`src/m92_mem_pkg.sv`:
```
// Constants and bus types for the channel 3 port; single clock domain, byte addresses, 16-bit words
package m92_mem_pkg;

    ////////////////////////////////////////////////////////////
    // Channel widths
    ////////////////////////////////////////////////////////////

    // Byte address into the shared memory
    localparam int MEM_ADDR_W = 25;
    localparam int MEM_DATA_W = 16;
    localparam int MEM_BE_W   = 2;

    // High-score engine addresses the CPU bus directly
    localparam int HS_ADDR_W  = 20;

    ////////////////////////////////////////////////////////////
    // Region map and download indices
    ////////////////////////////////////////////////////////////

    localparam logic [MEM_ADDR_W-1:0] REGION_ROM_BASE     = 25'h000_0000;
    // 64 KiB aligned, only bits 24..16 matter
    localparam logic [MEM_ADDR_W-1:0] REGION_CPU_RAM_BASE = 25'h100_0000;

    localparam logic [7:0] IDX_ROM = 8'd0;
    localparam logic [7:0] IDX_DIP = 8'd254;

    // DIP switch bank
    localparam int DIP_BANKS = 8;
    localparam int DIP_USED  = 3;
    localparam int DIP_SEL_W = $clog2(DIP_BANKS);

    ////////////////////////////////////////////////////////////
    // Bus structs
    ////////////////////////////////////////////////////////////

    // Host download stream, one byte per wr strobe
    typedef struct packed {
        logic                  download;
        logic [7:0]            index;
        logic                  wr;
        logic [MEM_ADDR_W-1:0] addr;
        logic [7:0]            data;
    } dl_stream_t;

    // High-score side, enables are levels
    typedef struct packed {
        logic [HS_ADDR_W-1:0] address;
        logic [7:0]           data_in;
        logic                 read_en;
        logic                 write_en;
    } hs_cmd_t;

    // One memory transaction, rnw high for a read
    typedef struct packed {
        logic [MEM_ADDR_W-1:0] addr;
        logic [MEM_DATA_W-1:0] din;
        logic [MEM_BE_W-1:0]   be;
        logic                  rnw;
    } mem_cmd_t;

    // Channel owner of the arbiter
    typedef enum logic [1:0] {
        OWN_IDLE,
        OWN_DL,
        OWN_HS
    } ch3_owner_e;

endpackage

```
`src/rom_download_writer.sv`:
```
// ROM bytes on index 0 packed into word writes; host must not strobe wr while dl_wait is high
`timescale 1ns/100ps

module rom_download_writer (
    input  logic                                 clk_sys,
    input  logic                                 rst_n,
    input  m92_mem_pkg::dl_stream_t              dl,
    output logic                                 req,
    output m92_mem_pkg::mem_cmd_t                cmd,
    input  logic                                 rdy,
    output logic                                 dl_wait,
    output logic [m92_mem_pkg::DIP_USED*8-1:0]   dip_sw
);
    import m92_mem_pkg::*;

    logic                  rom_wr;
    logic                  dip_wr;
    logic                  flush;
    logic                  hold_match;
    logic                  hold_valid;
    logic [7:0]            hold_byte;
    logic [MEM_ADDR_W-1:0] hold_addr;
    logic [7:0]            dip_bank [DIP_BANKS];

    ////////////////////////////////////////////////////////////
    // Index decode
    ////////////////////////////////////////////////////////////

    always_comb begin
        rom_wr = dl.download && dl.wr && (dl.index == IDX_ROM);
        dip_wr = dl.wr && (dl.index == IDX_DIP) && (dl.addr < DIP_BANKS);
        // Low byte waiting for its partner in the same word
        hold_match = hold_valid &&
                     (hold_addr[MEM_ADDR_W-1:1] == dl.addr[MEM_ADDR_W-1:1]);
        // Trailing even byte once the stream has ended and the channel is free
        flush = hold_valid && !dl.download && !dl_wait;
    end

    ////////////////////////////////////////////////////////////
    // Byte pairing and request control
    ////////////////////////////////////////////////////////////

    always_ff @(posedge clk_sys) begin
        if (!rst_n) begin
            hold_valid <= 1'b0;
            req        <= 1'b0;
            dl_wait    <= 1'b0;
        end else begin
            req <= 1'b0;
            if (rdy) begin
                dl_wait <= 1'b0;
            end
            if (rom_wr && !dl.addr[0]) begin
                hold_valid <= 1'b1;
            end else if (rom_wr || flush) begin
                // Odd byte completes the word, or the flush goes out alone
                req        <= 1'b1;
                dl_wait    <= 1'b1;
                hold_valid <= 1'b0;
            end
        end
    end

    // Held byte and outgoing command
    always_ff @(posedge clk_sys) begin
        if (rom_wr && !dl.addr[0]) begin
            hold_byte <= dl.data;
            hold_addr <= dl.addr;
        end
        if (rom_wr && dl.addr[0]) begin
            cmd.addr <= REGION_ROM_BASE + {dl.addr[MEM_ADDR_W-1:1], 1'b0};
            cmd.din  <= {dl.data, hold_byte};
            // Low lane only if its byte really arrived
            cmd.be   <= {1'b1, hold_match};
            cmd.rnw  <= 1'b0;
        end else if (flush) begin
            cmd.addr <= REGION_ROM_BASE + {hold_addr[MEM_ADDR_W-1:1], 1'b0};
            cmd.din  <= {8'h00, hold_byte};
            cmd.be   <= 2'b01;
            cmd.rnw  <= 1'b0;
        end
    end

    ////////////////////////////////////////////////////////////
    // DIP switch bank
    ////////////////////////////////////////////////////////////

    // Switches are active low so an empty bank reads all ones
    always_ff @(posedge clk_sys) begin
        if (!rst_n) begin
            for (int i = 0; i < DIP_BANKS; i++) begin
                dip_bank[i] <= 8'hFF;
            end
        end else if (dip_wr) begin
            dip_bank[dl.addr[DIP_SEL_W-1:0]] <= dl.data;
        end
    end

    // Byte 0 in the lowest lane
    always_comb begin
        for (int i = 0; i < DIP_USED; i++) begin
            dip_sw[i*8 +: 8] = dip_bank[i];
        end
    end

endmodule

```
`src/hiscore_ram_bridge.sv`:
```
// Byte access to CPU work RAM from the high-score engine; one request in flight, edges while busy are lost
`timescale 1ns/100ps

module hiscore_ram_bridge (
    input  logic                                 clk_sys,
    input  logic                                 rst_n,
    input  m92_mem_pkg::hs_cmd_t                 hs,
    output logic                                 req,
    output m92_mem_pkg::mem_cmd_t                cmd,
    input  logic                                 rdy,
    input  logic [m92_mem_pkg::MEM_DATA_W-1:0]   dout,
    output logic [7:0]                           hs_data_out,
    output logic                                 hs_data_ready
);
    import m92_mem_pkg::*;

    logic read_q;
    logic write_q;
    logic read_rise;
    logic write_rise;
    logic busy;
    logic is_write;
    logic byte_hi;

    ////////////////////////////////////////////////////////////
    // Enable edge detect
    ////////////////////////////////////////////////////////////

    always_ff @(posedge clk_sys) begin
        if (!rst_n) begin
            read_q  <= 1'b0;
            write_q <= 1'b0;
        end else begin
            read_q  <= hs.read_en;
            write_q <= hs.write_en;
        end
    end

    always_comb begin
        read_rise  = hs.read_en && !read_q;
        write_rise = hs.write_en && !write_q;
    end

    ////////////////////////////////////////////////////////////
    // Request and completion
    ////////////////////////////////////////////////////////////

    always_ff @(posedge clk_sys) begin
        if (!rst_n) begin
            req           <= 1'b0;
            busy          <= 1'b0;
            hs_data_ready <= 1'b0;
        end else begin
            req           <= 1'b0;
            hs_data_ready <= 1'b0;
            if (!busy) begin
                if (read_rise || write_rise) begin
                    req  <= 1'b1;
                    busy <= 1'b1;
                end
            end else if (rdy) begin
                busy          <= 1'b0;
                hs_data_ready <= 1'b1;
            end
        end
    end

    // Word address in the CPU RAM region, lane picked by address bit 0
    always_ff @(posedge clk_sys) begin
        if (!busy && (read_rise || write_rise)) begin
            is_write <= write_rise;
            byte_hi  <= hs.address[0];
            cmd.addr <= {REGION_CPU_RAM_BASE[MEM_ADDR_W-1:16], hs.address[15:1], 1'b0};
            cmd.din  <= {hs.data_in, hs.data_in};
            cmd.be   <= write_rise ? {hs.address[0], !hs.address[0]} : 2'b00;
            cmd.rnw  <= !write_rise;
        end
    end

    // Read data is only captured for reads
    always_ff @(posedge clk_sys) begin
        if (busy && rdy && !is_write) begin
            hs_data_out <= byte_hi ? dout[15:8] : dout[7:0];
        end
    end

endmodule

```
`src/ch3_arbiter.sv`:
```
// Two-source arbiter for memory channel 3; download has priority, owner held until mem_rdy
`timescale 1ns/100ps

module ch3_arbiter (
    input  logic                    clk_sys,
    input  logic                    rst_n,
    input  logic                    dl_req,
    input  m92_mem_pkg::mem_cmd_t   dl_cmd,
    output logic                    dl_rdy,
    input  logic                    hs_req,
    input  m92_mem_pkg::mem_cmd_t   hs_cmd,
    output logic                    hs_rdy,
    output logic                    mem_req,
    output m92_mem_pkg::mem_cmd_t   mem_cmd,
    input  logic                    mem_rdy
);
    import m92_mem_pkg::*;

    ch3_owner_e owner;
    logic       dl_pend;
    logic       hs_pend;
    mem_cmd_t   dl_cmd_q;
    mem_cmd_t   hs_cmd_q;
    logic       dl_want;
    logic       hs_want;
    logic       chan_free;
    logic       grant_dl;
    logic       grant_hs;

    ////////////////////////////////////////////////////////////
    // Grant decision
    ////////////////////////////////////////////////////////////

    always_comb begin
        // A fresh req counts in its own cycle so an idle grant costs one clock
        dl_want   = dl_req || dl_pend;
        hs_want   = hs_req || hs_pend;
        // Channel frees on the ready of the transaction in flight
        chan_free = (owner == OWN_IDLE) || mem_rdy;
        grant_dl  = chan_free && dl_want;
        grant_hs  = chan_free && !dl_want && hs_want;
    end

    ////////////////////////////////////////////////////////////
    // Owner state and pending flags
    ////////////////////////////////////////////////////////////

    always_ff @(posedge clk_sys) begin
        if (!rst_n) begin
            owner   <= OWN_IDLE;
            mem_req <= 1'b0;
            dl_pend <= 1'b0;
            hs_pend <= 1'b0;
        end else begin
            mem_req <= grant_dl || grant_hs;
            dl_pend <= (dl_pend || dl_req) && !grant_dl;
            hs_pend <= (hs_pend || hs_req) && !grant_hs;
            if (grant_dl) begin
                owner <= OWN_DL;
            end else if (grant_hs) begin
                owner <= OWN_HS;
            end else if (mem_rdy) begin
                owner <= OWN_IDLE;
            end
        end
    end

    // Commands of the waiting sources
    always_ff @(posedge clk_sys) begin
        if (dl_req) begin
            dl_cmd_q <= dl_cmd;
        end
        if (hs_req) begin
            hs_cmd_q <= hs_cmd;
        end
    end

    // Command to the channel, taken straight from the port on a same-cycle grant
    always_ff @(posedge clk_sys) begin
        if (grant_dl) begin
            mem_cmd <= dl_req ? dl_cmd : dl_cmd_q;
        end else if (grant_hs) begin
            mem_cmd <= hs_req ? hs_cmd : hs_cmd_q;
        end
    end

    ////////////////////////////////////////////////////////////
    // Ready routing
    ////////////////////////////////////////////////////////////

    // Only the owner sees the ready pulse
    always_comb begin
        dl_rdy = mem_rdy && (owner == OWN_DL);
        hs_rdy = mem_rdy && (owner == OWN_HS);
    end

endmodule

```
`src/m92_mem_port_top.sv`:
```
// Channel 3 memory port of the M92 core; memory must answer each mem_req with exactly one mem_rdy
`timescale 1ns/100ps

module m92_mem_port_top (
    input  logic                                 clk_sys,
    input  logic                                 rst_n,
    input  m92_mem_pkg::dl_stream_t              dl,
    input  m92_mem_pkg::hs_cmd_t                 hs,
    output logic                                 mem_req,
    output m92_mem_pkg::mem_cmd_t                mem_cmd,
    input  logic                                 mem_rdy,
    input  logic [m92_mem_pkg::MEM_DATA_W-1:0]   mem_dout,
    output logic                                 dl_wait,
    output logic [m92_mem_pkg::DIP_USED*8-1:0]   dip_sw,
    output logic [7:0]                           hs_data_out,
    output logic                                 hs_data_ready
);
    import m92_mem_pkg::*;

    logic     dl_req;
    logic     dl_rdy;
    mem_cmd_t dl_cmd;
    logic     hs_req;
    logic     hs_rdy;
    mem_cmd_t hs_cmd;

    // ROM download and DIP switches
    rom_download_writer i_rom_download_writer (
        .clk_sys (clk_sys),
        .rst_n   (rst_n),
        .dl      (dl),
        .req     (dl_req),
        .cmd     (dl_cmd),
        .rdy     (dl_rdy),
        .dl_wait (dl_wait),
        .dip_sw  (dip_sw)
    );

    // High-score access to CPU RAM
    hiscore_ram_bridge i_hiscore_ram_bridge (
        .clk_sys       (clk_sys),
        .rst_n         (rst_n),
        .hs            (hs),
        .req           (hs_req),
        .cmd           (hs_cmd),
        .rdy           (hs_rdy),
        .dout          (mem_dout),
        .hs_data_out   (hs_data_out),
        .hs_data_ready (hs_data_ready)
    );

    ch3_arbiter i_ch3_arbiter (
        .clk_sys (clk_sys),
        .rst_n   (rst_n),
        .dl_req  (dl_req),
        .dl_cmd  (dl_cmd),
        .dl_rdy  (dl_rdy),
        .hs_req  (hs_req),
        .hs_cmd  (hs_cmd),
        .hs_rdy  (hs_rdy),
        .mem_req (mem_req),
        .mem_cmd (mem_cmd),
        .mem_rdy (mem_rdy)
    );

endmodule

```
`config.mk`:
```
export PLATFORM = sky130hd
export DESIGN_NAME = m92_mem_port_top
export DESIGN_NICKNAME = d
export VERILOG_FILES = /design/src/m92_mem_pkg.sv /design/src/rom_download_writer.sv /design/src/hiscore_ram_bridge.sv /design/src/ch3_arbiter.sv /design/src/m92_mem_port_top.sv
export SDC_FILE = /design/constraint.sdc
export NUM_CORES = 1
export LEC_CHECK = 0
export BUFFER_PORTS_ARGS = -buffer_cell sky130_fd_sc_hd__buf_2
export CAP_MARGIN = 25
export CORE_MARGIN = 5
export CORE_UTILIZATION = 55
export DETAILED_ROUTE_END_ITERATION = 8
export PLACE_DENSITY = 0.78
export SYNTH_ARGS = -nofsm -noshare
export SYNTH_HDL_FRONTEND = slang
export SYNTH_SLANG_ARGS = --single-unit
```
`constraint.sdc`:
```
create_clock -name clk_sys -period 5.75 [get_ports clk_sys]
set_clock_uncertainty 0.15 [all_clocks]
set_input_delay 0.8625 -clock clk_sys [delete_from_list [all_inputs] [get_ports clk_sys]]
set_output_delay 0.8625 -clock clk_sys [all_outputs]
set_load 0.05 [all_outputs]
```
==> results_dict.tcl, run 1 <==
set metrics [dict create \
    vdd_ir_drop_max_mv 0.2285 \
    power_frac_seq_pct 51.0 \
    drc_errors 0 \
    place.gp.congestion 0.7787 \
    ys_types 44 \
    synthToLayoutAreaGrowth_pct 20.63 \
    synth_flop_cell "edfxtp_1" \
    path_cells "buf_2 -> nor4b_4 -> nand4_2 -> nor4_4 -> nand2b_1" \
    ys_ff_latch 279 \
    power_leakage_nw 4.661 \
    antenna_found_initial 0 \
    vias 5667 \
    ant_nets 0 \
    min_path_type "reg2reg" \
    slew_violations 0 \
    cp.arrival_ps 2750 \
    grt_pass1_wl_mm 32.73 \
    ctsHtreeMaxLevel 1 \
    placed_area_um2 11340 \
    outcome "completed" \
    post_cts_buffers 0 \
    rr_endpoint "i_ch3_arbiter.mem_cmd[25]" \
    crit_type "in2reg" \
    syn_avg_cell_area_um2 16.11 \
    max_cap_violations 0 \
    r2r_start "i_ch3_arbiter.owner[0]" \
    hold_ws_ps 275.8 \
    die-area_um2 21360 \
    cts.sinks 279 \
    first_global_vias 6040 \
    required_ps 5770 \
    num_io_pins 171 \
    crit_slowest_cell "nor4_4" \
    syn_area_um2 10200 \
    power.switching_mw 1.036 \
    avgViaCountPerCell 5.326 \
    yosysWarnings 0 \
    drtIter0Drc 366 \
    wl_per_cell_um 19.08 \
    clockBufferDepth 3 \
    clkPwrFrac_pct 39.6 \
    internal_power_mw 3.507 \
    antennaDiodeCount 0 \
    rr_worst_depth 4 \
    ctsResizeCount 0 \
    synth_edf_count 177 \
    dr.pass1.iters 5 \
    ys_async_sr_fraction_pct 0 \
    total_power_mw 4.543 \
    overflow 0 \
    min_from "i_ch3_arbiter.hs_cmd_q[43]" \
    initial_utilization_pct 56.37 \
    tightestPinTransition_ps 765.6 \
    fin_setup_tns_ps 0 \
    wirelength_mm 20.30 \
    final_nets 905 \
    whs_endpoint "i_ch3_arbiter.hs_cmd_q[43]" \
    drive_gt1_share_pct 41.68 \
    rsz0062_at_grt "no" \
    max_clock_freq_mhz 366.4 \
    setup_viol 0 \
    start_kind "primary input" \
    cts_made_buffers 28 \
    end_kind "register" \
    core_um2 18090 \
    cpPeakStageDelay_ps 550 \
    finalCritPeriodShare_pct 47.47 \
    place_hpwl_mm 13.96 \
    pwr-share-comb_pct 9.5 \
    synth_cells 633 \
    path_max_fanout 17 \
    port_buffers 166 \
    cts_tree "done" \
    p_sw_share_pct 22.80 \
    clk_pin_slew_worst_paths_ps 60 \
    r2r_slack_ps 3550 \
    die_h_um 146.2 \
    hold_viol 0 \
    grt.total_usage_pct 18.95 \
    synth-seq-area-share_pct 72.16 \
    row_count 49 \
    clk_latency_ps 520 \
    min_period_ps 2729 \
    syn_nets 725 \
    cts_root_buf "clkbuf_16" \
    p_per_area_nw_per_um2 369.4 \
    final_util_pct 68.00 \
    ctsHoldBuffers 0 \
    postLayoutCellArea_um2 12300 \
    slew-limit-headroom_pct 48.91 \
    die_w_um 146.2 \
    min_path_cells 1 \
    grt_start_max_net_pins 47 \
]
-- worst max-delay path by stage --
| stage | startpoint | end | cells after the start |
|---|---|---|---|
| after detailed placement | rst_n | i_rom_download_writer.dip_bank[0][7] | 5 |
| after CTS | rst_n | i_rom_download_writer.dip_bank[0][5] | 5 |
| after global placement | dl[38] | i_rom_download_writer.cmd[22] | 5 |
| after global routing | rst_n | i_rom_download_writer.dip_bank[0][3] | 5 |
| final | rst_n | i_rom_download_writer.dip_bank[0][5] | 5 |
| after floorplan | dl[38] | i_rom_download_writer.hold_addr[10] | 3 |
-- cells in the mapped netlist (2+ instances only) --
cell type | instances | area share (%)
edfxtp_1 | 177 | 52
mux2_2 | 112 | 12
dfxtp_1 | 102 | 20
nand2b_1 | 30 | 1.8
a22o_1 | 24 | 2.1
xnor2_1 | 24 | 2.1
and2_1 | 22 | 1.3
inv_1 | 22 | 0.81
o21ai_0 | 19 | 0.93
buf_2 | 15 | 0.74
nor2b_1 | 13 | 0.80
nand2_1 | 12 | 0.44
clkbuf_1 | 7 | 0.26
nand4_1 | 6 | 0.37
nor2_1 | 6 | 0.22
buf_1 | 3 | 0.11
nor4_1 | 3 | 0.18
o21a_1 | 3 | 0.22
or2_2 | 3 | 0.18
a21oi_1 | 2 | 0.098
and3_1 | 2 | 0.12
nand3_1 | 2 | 0.098
nor4_2 | 2 | 0.25
nor4_4 | 2 | 0.42
-- critical path, delay by kind of cell --
kind,cells,cell delay (ps)
buffers and inverters,1,340
and+or+nand+nor,4,1550
-- state kept, by name (all words and copies together), names as in the netlist, 2 cells and up --
name / flops
i_ch3_arbiter.dl_cmd_q: 44
i_ch3_arbiter.hs_cmd_q: 44
i_ch3_arbiter.mem_cmd: 44
i_rom_download_writer.cmd: 42
i_hiscore_ram_bridge.cmd: 26
i_rom_download_writer.dip_bank: 24
i_rom_download_writer.hold_addr: 24
i_hiscore_ram_bridge.hs_data_out: 8
i_rom_download_writer.hold_byte: 8
i_ch3_arbiter.owner: 2
-- power groups by stage --
stage	logic, mW	clock network (mW)	registers (mW)
finish	0.430	1.80	2.32
global route	0.462	1.93	2.33
CTS	0.429	1.83	2.32
detailed placement	0.426	0	2.36
global placement	0.398	0	2.36
floorplan	0.166	0	2.48
-- cell type report --
cell class                 count  area [um2]
clock buffer                  33       760.7
clock inverter                19       177.7
fill                        1239        5787
inverter                      22       82.58
multi-input combinational    307        2671
sequential                   279        7360
tap                          229       286.5
timing repair buffer         175       960.9
-- stage by stage --
stage | instances | worst slack (ps)
6_report | 1064 | 3021
5_1_grt | 1064 | 2866
4_1_cts | 1063 | 2975
3_3_place_gp | 1007 | 2310
2_1_floorplan | 633 | 2407
3_5_place_dp | 1011 | 2416
-- kinds of logic (layout without fill, tap and decap cells) --
| logic type | count (synthesis) | in the layout | synth area share, % |
|---|---|---|---|
| xor+xnor | 24 | 24 | 2.062 |
| simple gates | 117 | 117 | 7.755 |
| mux | 112 | 112 | 12.37 |
| compound gates | 54 | 54 | 3.743 |
| flops | 279 | 279 | 72.16 |
| buf+inv | 47 | 249 | 1.914 |
-- per-layer routing --
metal,wire [um],vias up,GRT usage (%)
met2,9735,196,31.16
li1,-,2686,-
met3,1363,32,4.245
met4,371,0,5.268
met5,0,-,0
met1,8828,2753,25.64
-- layout by cell type (no fill, tap or decap), types with 22 or more instances in the layout --
| cell | n |
|---|---|
| a22o_1 | 24 |
| and2_1 | 22 |
| buf_2 | 166 |
| clkbuf_16 | 29 |
| dfxtp_1 | 100 |
| edfxtp_1 | 177 |
| inv_1 | 22 |
| mux2_2 | 112 |
| nand2b_1 | 30 |
| xnor2_1 | 24 |
Power figures use the tool's default switching activity.
==> run 2, diff against run 1 <==
--- a/config.mk
+++ b/config.mk
@@ -8,9 +8,9 @@
 export BUFFER_PORTS_ARGS = -buffer_cell sky130_fd_sc_hd__buf_2
 export CAP_MARGIN = 25
 export CORE_MARGIN = 5
-export CORE_UTILIZATION = 55
+export CORE_UTILIZATION = 50
 export DETAILED_ROUTE_END_ITERATION = 8
-export PLACE_DENSITY = 0.78
+export PLACE_DENSITY = 0.75
 export SYNTH_ARGS = -nofsm -noshare
 export SYNTH_HDL_FRONTEND = slang
 export SYNTH_SLANG_ARGS = --single-unit
==> constraint.sdc (replaced) <==
create_clock -name clk_sys -period 2.5 [get_ports clk_sys]
set_clock_uncertainty 0.15 [all_clocks]
set_input_delay 0.375 -clock clk_sys [delete_from_list [all_inputs] [get_ports clk_sys]]
set_output_delay 0.375 -clock clk_sys [all_outputs]
set_load 0.05 [all_outputs]
==> run 2 against run 1 <==
Effect of this change: total power rose by 130%; utilization down 3.8 points; largest cell class unchanged; clock-buffer cell count up 11; first-iteration DRC count decreased by 30%; non-clock buffer count up 68; sequential power is 130% higher; die area increased by 9.3%; final cell count up 9.9%; sequential share of layout area shrank 3.0 points.
==> results_dict.tcl, run 2 (synthesis results as in run 1) <==
set metrics [dict create \
    die_w_um 152.8 \
    setup_viol 0 \
    ctsHtreeMaxLevel 1 \
    port_buffers 166 \
    grt_pass1_wl_mm 32.61 \
    cpPeakStageDelay_ps 540 \
    cts_made_buffers 27 \
    max_clock_freq_mhz 425.8 \
    cp.depth 6 \
    path_cells "dlygate4sd3_1 -> buf_2 -> nor4_1 -> nand4_1 -> nor3_2 -> nand2b_1" \
    clk_pin_slew_worst_paths_ps 60 \
    crit_slowest_cell "dlygate4sd3_1" \
    drive_gt1_share_pct 38.93 \
    min_path_type "in2reg" \
    clockBufferDepth 3 \
    top_usage_layer "met2" \
    grt.met1_usage_pct 24.35 \
    max_cap_violations 0 \
    row_count 52 \
    power_leakage_nw 4.923 \
    overflow 0 \
    finalCritPeriodShare_pct 93.94 \
    path_max_fanout 8 \
    hold_ws_ps 25.69 \
    vdd_ir_drop_max_mv 0.5293 \
    die_h_um 152.8 \
    rsz0062_at_grt "no" \
    vias 5784 \
    end_kind "register" \
    fin_setup_tns_ps 0 \
    dr.pass1.iters 4 \
    multi_input_area_um2 2676 \
    cp.arrival_ps 2380 \
    drc_errors 0 \
    postLayoutCellArea_um2 12950 \
    start_kind "primary input" \
    dp_slack_ps 74.45 \
    drtIter0Drc 257 \
    grt.total_usage_pct 17.35 \
    place.gp.congestion 0.7869 \
    final_cell_mix "177 x edfxtp_1, 166 x buf_2, 112 x mux2_2, 100 x dfxtp_1, 62 x dlygate4sd3_1" \
    wl_per_cell_um 17.65 \
    grt_start_max_net_pins 52 \
    p_per_area_nw_per_um2 793.4 \
    top_regs "i_ch3_arbiter.dl_cmd_q (44), i_ch3_arbiter.hs_cmd_q (44), i_ch3_arbiter.mem_cmd (44)" \
    regArea_um2 7360 \
    antenna_found_initial 0 \
    initial_utilization_pct 50.55 \
    rr_endpoint "i_ch3_arbiter.mem_cmd[10]" \
    grtUsageMet3_pct 3.351 \
    antennaDiodeCount 0 \
    synthToLayoutAreaGrowth_pct 27.00 \
    final_common_cell "edfxtp_1" \
    crit_path_end "i_rom_download_writer.dip_bank[1][3]" \
    outcome "completed" \
    final_util_pct 64.20 \
    crit_family "simple AND/OR/NAND/NOR gates" \
    first_global_vias 5868 \
    nFillCells 1465 \
    clk_latency_ps 520 \
    die-area_um2 23350 \
    crit_buf_inv 2 \
    core_um2 20170 \
    tightestPinTransition_ps 733.7 \
    num_io_pins 171 \
    slew_violations 0 \
    place_hpwl_mm 13.46 \
    min_period_ps 2349 \
    ant_nets 0 \
    fin_ws_ps 151.4 \
    met2_usage_pct 27.95 \
    min_path_cells 2 \
    avgViaCountPerCell 4.948 \
    hold_viol 0 \
    critPathLaunch "dl[26]" \
    r2r_start "i_hiscore_ram_bridge.req" \
    r2r_slack_ps 490 \
    final_nets 972 \
    wirelength_mm 20.63 \
    cts.sinks 279 \
    required_ps 2530 \
    cts_root_buf "clkbuf_16" \
    slew-limit-headroom_pct 50.90 \
    cts_tree "done" \
    rr_worst_depth 3 \
    placed_area_um2 11470 \
    crit_type "in2reg" \
]
-- run 2: cell count changes in the layout (fill, tap and decap cells not counted), sizes merged --
cell | before | now
clkinvlp | 3 | 0
dlygate4sd3 | 0 | 62
buf | 175 | 181
bufinv | 3 | 2
inv | 22 | 23
clkbuf | 33 | 44
clkinv | 13 | 1
-- run 2: final cells by class --
cell class,count,share of cell area (%)
timing repair buffer,243,12.66
clock inverter,4,0.5701
inverter,22,0.6377
tap,270,2.609
multi-input combinational,307,20.67
sequential,279,56.84
clock buffer,44,6.020
-- run 2: power by group --
group	switching [mW]	internal [mW]	total (mW)
registers	0.0901	5.23	5.32
logic	0.635	0.419	1.05
clock network	1.58	2.32	3.90
-- run 2: worst min-delay path by stage --
stage	slack [ps]	startpoint	to
2_1_floorplan	250	i_ch3_arbiter.hs_cmd_q[43]	i_ch3_arbiter.hs_cmd_q[43]
3_5_place_dp	260	i_ch3_arbiter.hs_cmd_q[43]	i_ch3_arbiter.hs_cmd_q[43]
4_1_cts	1	mem_dout[5]	i_hiscore_ram_bridge.hs_data_out[5]
5_1_grt	3	mem_dout[5]	i_hiscore_ram_bridge.hs_data_out[5]
3_3_place_gp	260	i_ch3_arbiter.hs_cmd_q[43]	i_ch3_arbiter.hs_cmd_q[43]
6_report	30	mem_dout[5]	i_hiscore_ram_bridge.hs_data_out[5]
-- run 2: timing repair --
| action | CTS | global route |
|---|---|---|
| hold endpoints to repair | 61 | 0 |
| hold buffers | 62 | 0 |
| resized for setup | 0 | 2 |
| setup buffers | 0 | 0 |
| endpoints found under the setup margin | 0 | 16 |
-- run 2: through the flow --
stage | total power [mW] | std cells
floorplan | 6.079 | 633
global placement | 6.370 | 1059
detailed placement | 6.393 | 1059
CTS | 10.38 | 1169
global route | 10.68 | 1169
finish | 10.27 | 1169
-- run 2: per-layer routing --
| metal | wire length, um | up-vias | part of all wire [%] |
|---|---|---|---|
| li1 | - | 2812 | - |
| met1 | 9215 | 2779 | 45 |
| met2 | 9814 | 163 | 48 |
| met3 | 1106 | 30 | 5.4 |
| met4 | 492 | 0 | 2.4 |
| met5 | 0 | - | 0 |
==> run 3, diff against run 2 <==
--- a/config.mk
+++ b/config.mk
@@ -5,12 +5,13 @@
 export SDC_FILE = /design/constraint.sdc
 export NUM_CORES = 1
 export LEC_CHECK = 0
-export BUFFER_PORTS_ARGS = -buffer_cell sky130_fd_sc_hd__buf_2
+export BUFFER_PORTS_ARGS = -buffer_cell sky130_fd_sc_hd__buf_4
 export CAP_MARGIN = 25
 export CORE_MARGIN = 5
-export CORE_UTILIZATION = 50
+export CORE_UTILIZATION = 51
 export DETAILED_ROUTE_END_ITERATION = 8
-export PLACE_DENSITY = 0.75
+export PLACE_DENSITY = 0.76
 export SYNTH_ARGS = -nofsm -noshare
 export SYNTH_HDL_FRONTEND = slang
+export SYNTH_HIERARCHICAL = 1
 export SYNTH_SLANG_ARGS = --single-unit
==> run 3 against run 2 <==
Effect of this change: die area increased by 1.3%; total power increased by 2.1%; highest routed layer unchanged; largest power group unchanged; synthesized cell count decreased by 0.16%; global-route usage increased by 0.72 points.
==> results_dict.tcl, run 3 <==
set metrics [dict create \
    outcome "completed" \
    postLayoutCellArea_um2 13450 \
    drc_errors 0 \
    place_hpwl_mm 14.74 \
    synth_cells 632 \
    grt_pass1_wl_mm 34.44 \
    yosysWarnings 6 \
    wl_per_cell_um 18.81 \
    synth_area_leader_cell "edfxtp_1" \
    vias 5948 \
    required_ps 2560 \
    drive_gt1_share_pct 42.86 \
    syn_area_um2 10540 \
    top_regs "i_ch3_arbiter/dl_cmd_q (44), i_ch3_arbiter/hs_cmd_q (44), i_ch3_arbiter/mem_cmd (44)" \
    num_io_pins 171 \
    ctsHtreeMaxLevel 1 \
    syn_avg_cell_area_um2 16.68 \
    clockBufferDepth 3 \
    finalCritPeriodShare_pct 93.88 \
    synth_common_cells "177 x edfxtp_1, 136 x mux2_2, 102 x dfxtp_1" \
    antennaDiodeCount 0 \
    drtIter0Drc 327 \
    place.gp.congestion 0.8312 \
    cts_root_buf "clkbuf_16" \
    power_leakage_nw 5.268 \
    avgViaCountPerCell 5.132 \
    tightestPinTransition_ps 653.8 \
    ant_nets 0 \
    dp_slack_ps 41.31 \
    die_w_um 153.8 \
    hold_viol 0 \
    vdd_ir_drop_max_mv 0.5061 \
    synth.area.top_cells "edfxtp_1 50%, dfxtp_1 19%, mux2_2 15%, a22o_1 2.0%, xnor2_1 2.0%" \
    total_power_mw 10.49 \
    regArea_um2 7360 \
    max_cap_violations 0 \
    end_kind "register" \
    post_cts_buffers 0 \
    ys_types 50 \
    synth_flop_cell "edfxtp_1" \
    setup_viol 0 \
    core_um2 20300 \
    row_count 52 \
    synth_most_common_cell "edfxtp_1" \
    min_period_ps 2347 \
    crit_type "in2reg" \
    cts.sinks 279 \
    synth-seq-area-share_pct 69.79 \
    start_kind "primary input" \
    final_nets 961 \
    final_cell_mix "177 x edfxtp_1, 177 x buf_4, 136 x mux2_2, 100 x dfxtp_1, 62 x dlygate4sd3_1" \
    grt.total_usage_pct 18.07 \
    fin_setup_tns_ps 0 \
    first_global_vias 6286 \
    antenna_found_initial 0 \
    placed_area_um2 11970 \
    synthToLayoutAreaGrowth_pct 27.61 \
    multi_input_area_um2 2849 \
    ys_async_sr_fraction_pct 0 \
    cts_tree "done" \
    min_path_type "in2reg" \
    overflow 0 \
    wirelength_mm 21.80 \
    final_util_pct 66.27 \
    grt_start_max_net_pins 42 \
    fin_ws_ps 153.0 \
    cp.arrival_ps 2410 \
    ys_ff_latch 279 \
    cts_made_buffers 27 \
    slew_violations 0 \
    nFillCells 1442 \
    initial_utilization_pct 51.93 \
    max_clock_freq_mhz 426.1 \
    synth.top_cell.area_share_pct 50.42 \
    die-area_um2 23650 \
    slew-limit-headroom_pct 56.26 \
    synth_edf_count 177 \
    rsz0062_at_grt "no" \
    port_buffers 166 \
    clk_pin_slew_worst_paths_ps 60 \
    p_per_area_nw_per_um2 779.5 \
    path_max_fanout 8 \
    die_h_um 153.8 \
    clk_latency_ps 520 \
    dr.pass1.iters 4 \
]
## run 3: power by group
group	internal [mW]	leakage, nW	switching, mW
registers	5.26	2.60	0.100
logic	0.588	2.24	0.654
clock network	2.26	0.430	1.62
## run 3: per-stage QoR
stage / std cells / hold WS, ps
after CTS: 1159 / 0.9397
after global placement: 1048 / 302.5
final: 1159 / 14.15
after detailed placement: 1048 / 309.7
after floorplan: 641 / 275.4
after global routing: 1159 / 4.703
## run 3: repair_timing
action | in CTS | in global routing
endpoints found under the hold margin | 69 | 0
setup endpoints to repair | 0 | 24
hold buffers | 62 | 0
resized for setup | 0 | 3
## run 3: final cells by class
| class | count | area share, % |
|---|---|---|
| Clock buffer | 40 | 5.832 |
| Clock inverter | 9 | 0.5209 |
| Inverter | 5 | 0.1581 |
| Multi-Input combinational cell | 313 | 21.18 |
| Sequential cell | 279 | 54.71 |
| Tap cell | 270 | 2.511 |
| Timing Repair Buffer | 243 | 15.09 |
## run 3: cells by family after synthesis
group	synth area share, %
other	0.1068
and+or+nand+nor	6.113
DFF	69.79
buffers and inverters	3.810
muxes	15.06
AOI/OAI and AO/OA	3.122
xor gates and xnor gates	1.994
## run 3: worst paths after layout
path | to | slack, ps | from | cells after the start
setup / recovery | i_rom_download_writer/dip_bank[1][4] | 150 | dl[18] | 6
hold / removal | i_hiscore_ram_bridge/hs_data_out[4] | 10 | mem_dout[12] | 2
setup reg to reg | i_ch3_arbiter/mem_cmd[15] | 440 | i_hiscore_ram_bridge/req | 3
hold reg to reg | i_ch3_arbiter/hs_cmd_q[23] | 320 | i_ch3_arbiter/hs_cmd_q[23] | 1
## run 3: metal layers
metal / track usage (%) / up-vias / part of all wire (%)
met4: 3.659 / 0 / 1.5
met5: 0 / - / 0
met2: 30.83 / 190 / 49
li1: - / 2779 / -
met1: 24.56 / 2952 / 43
met3: 3.204 / 27 / 6.0
## run 3: worst max-delay path, cell delays in order
cell and delay, ps:
dlygate4sd3_1 550, buf_4 160, nor4_1 460, and4_1 380, and4_1 230, nand2b_2 240
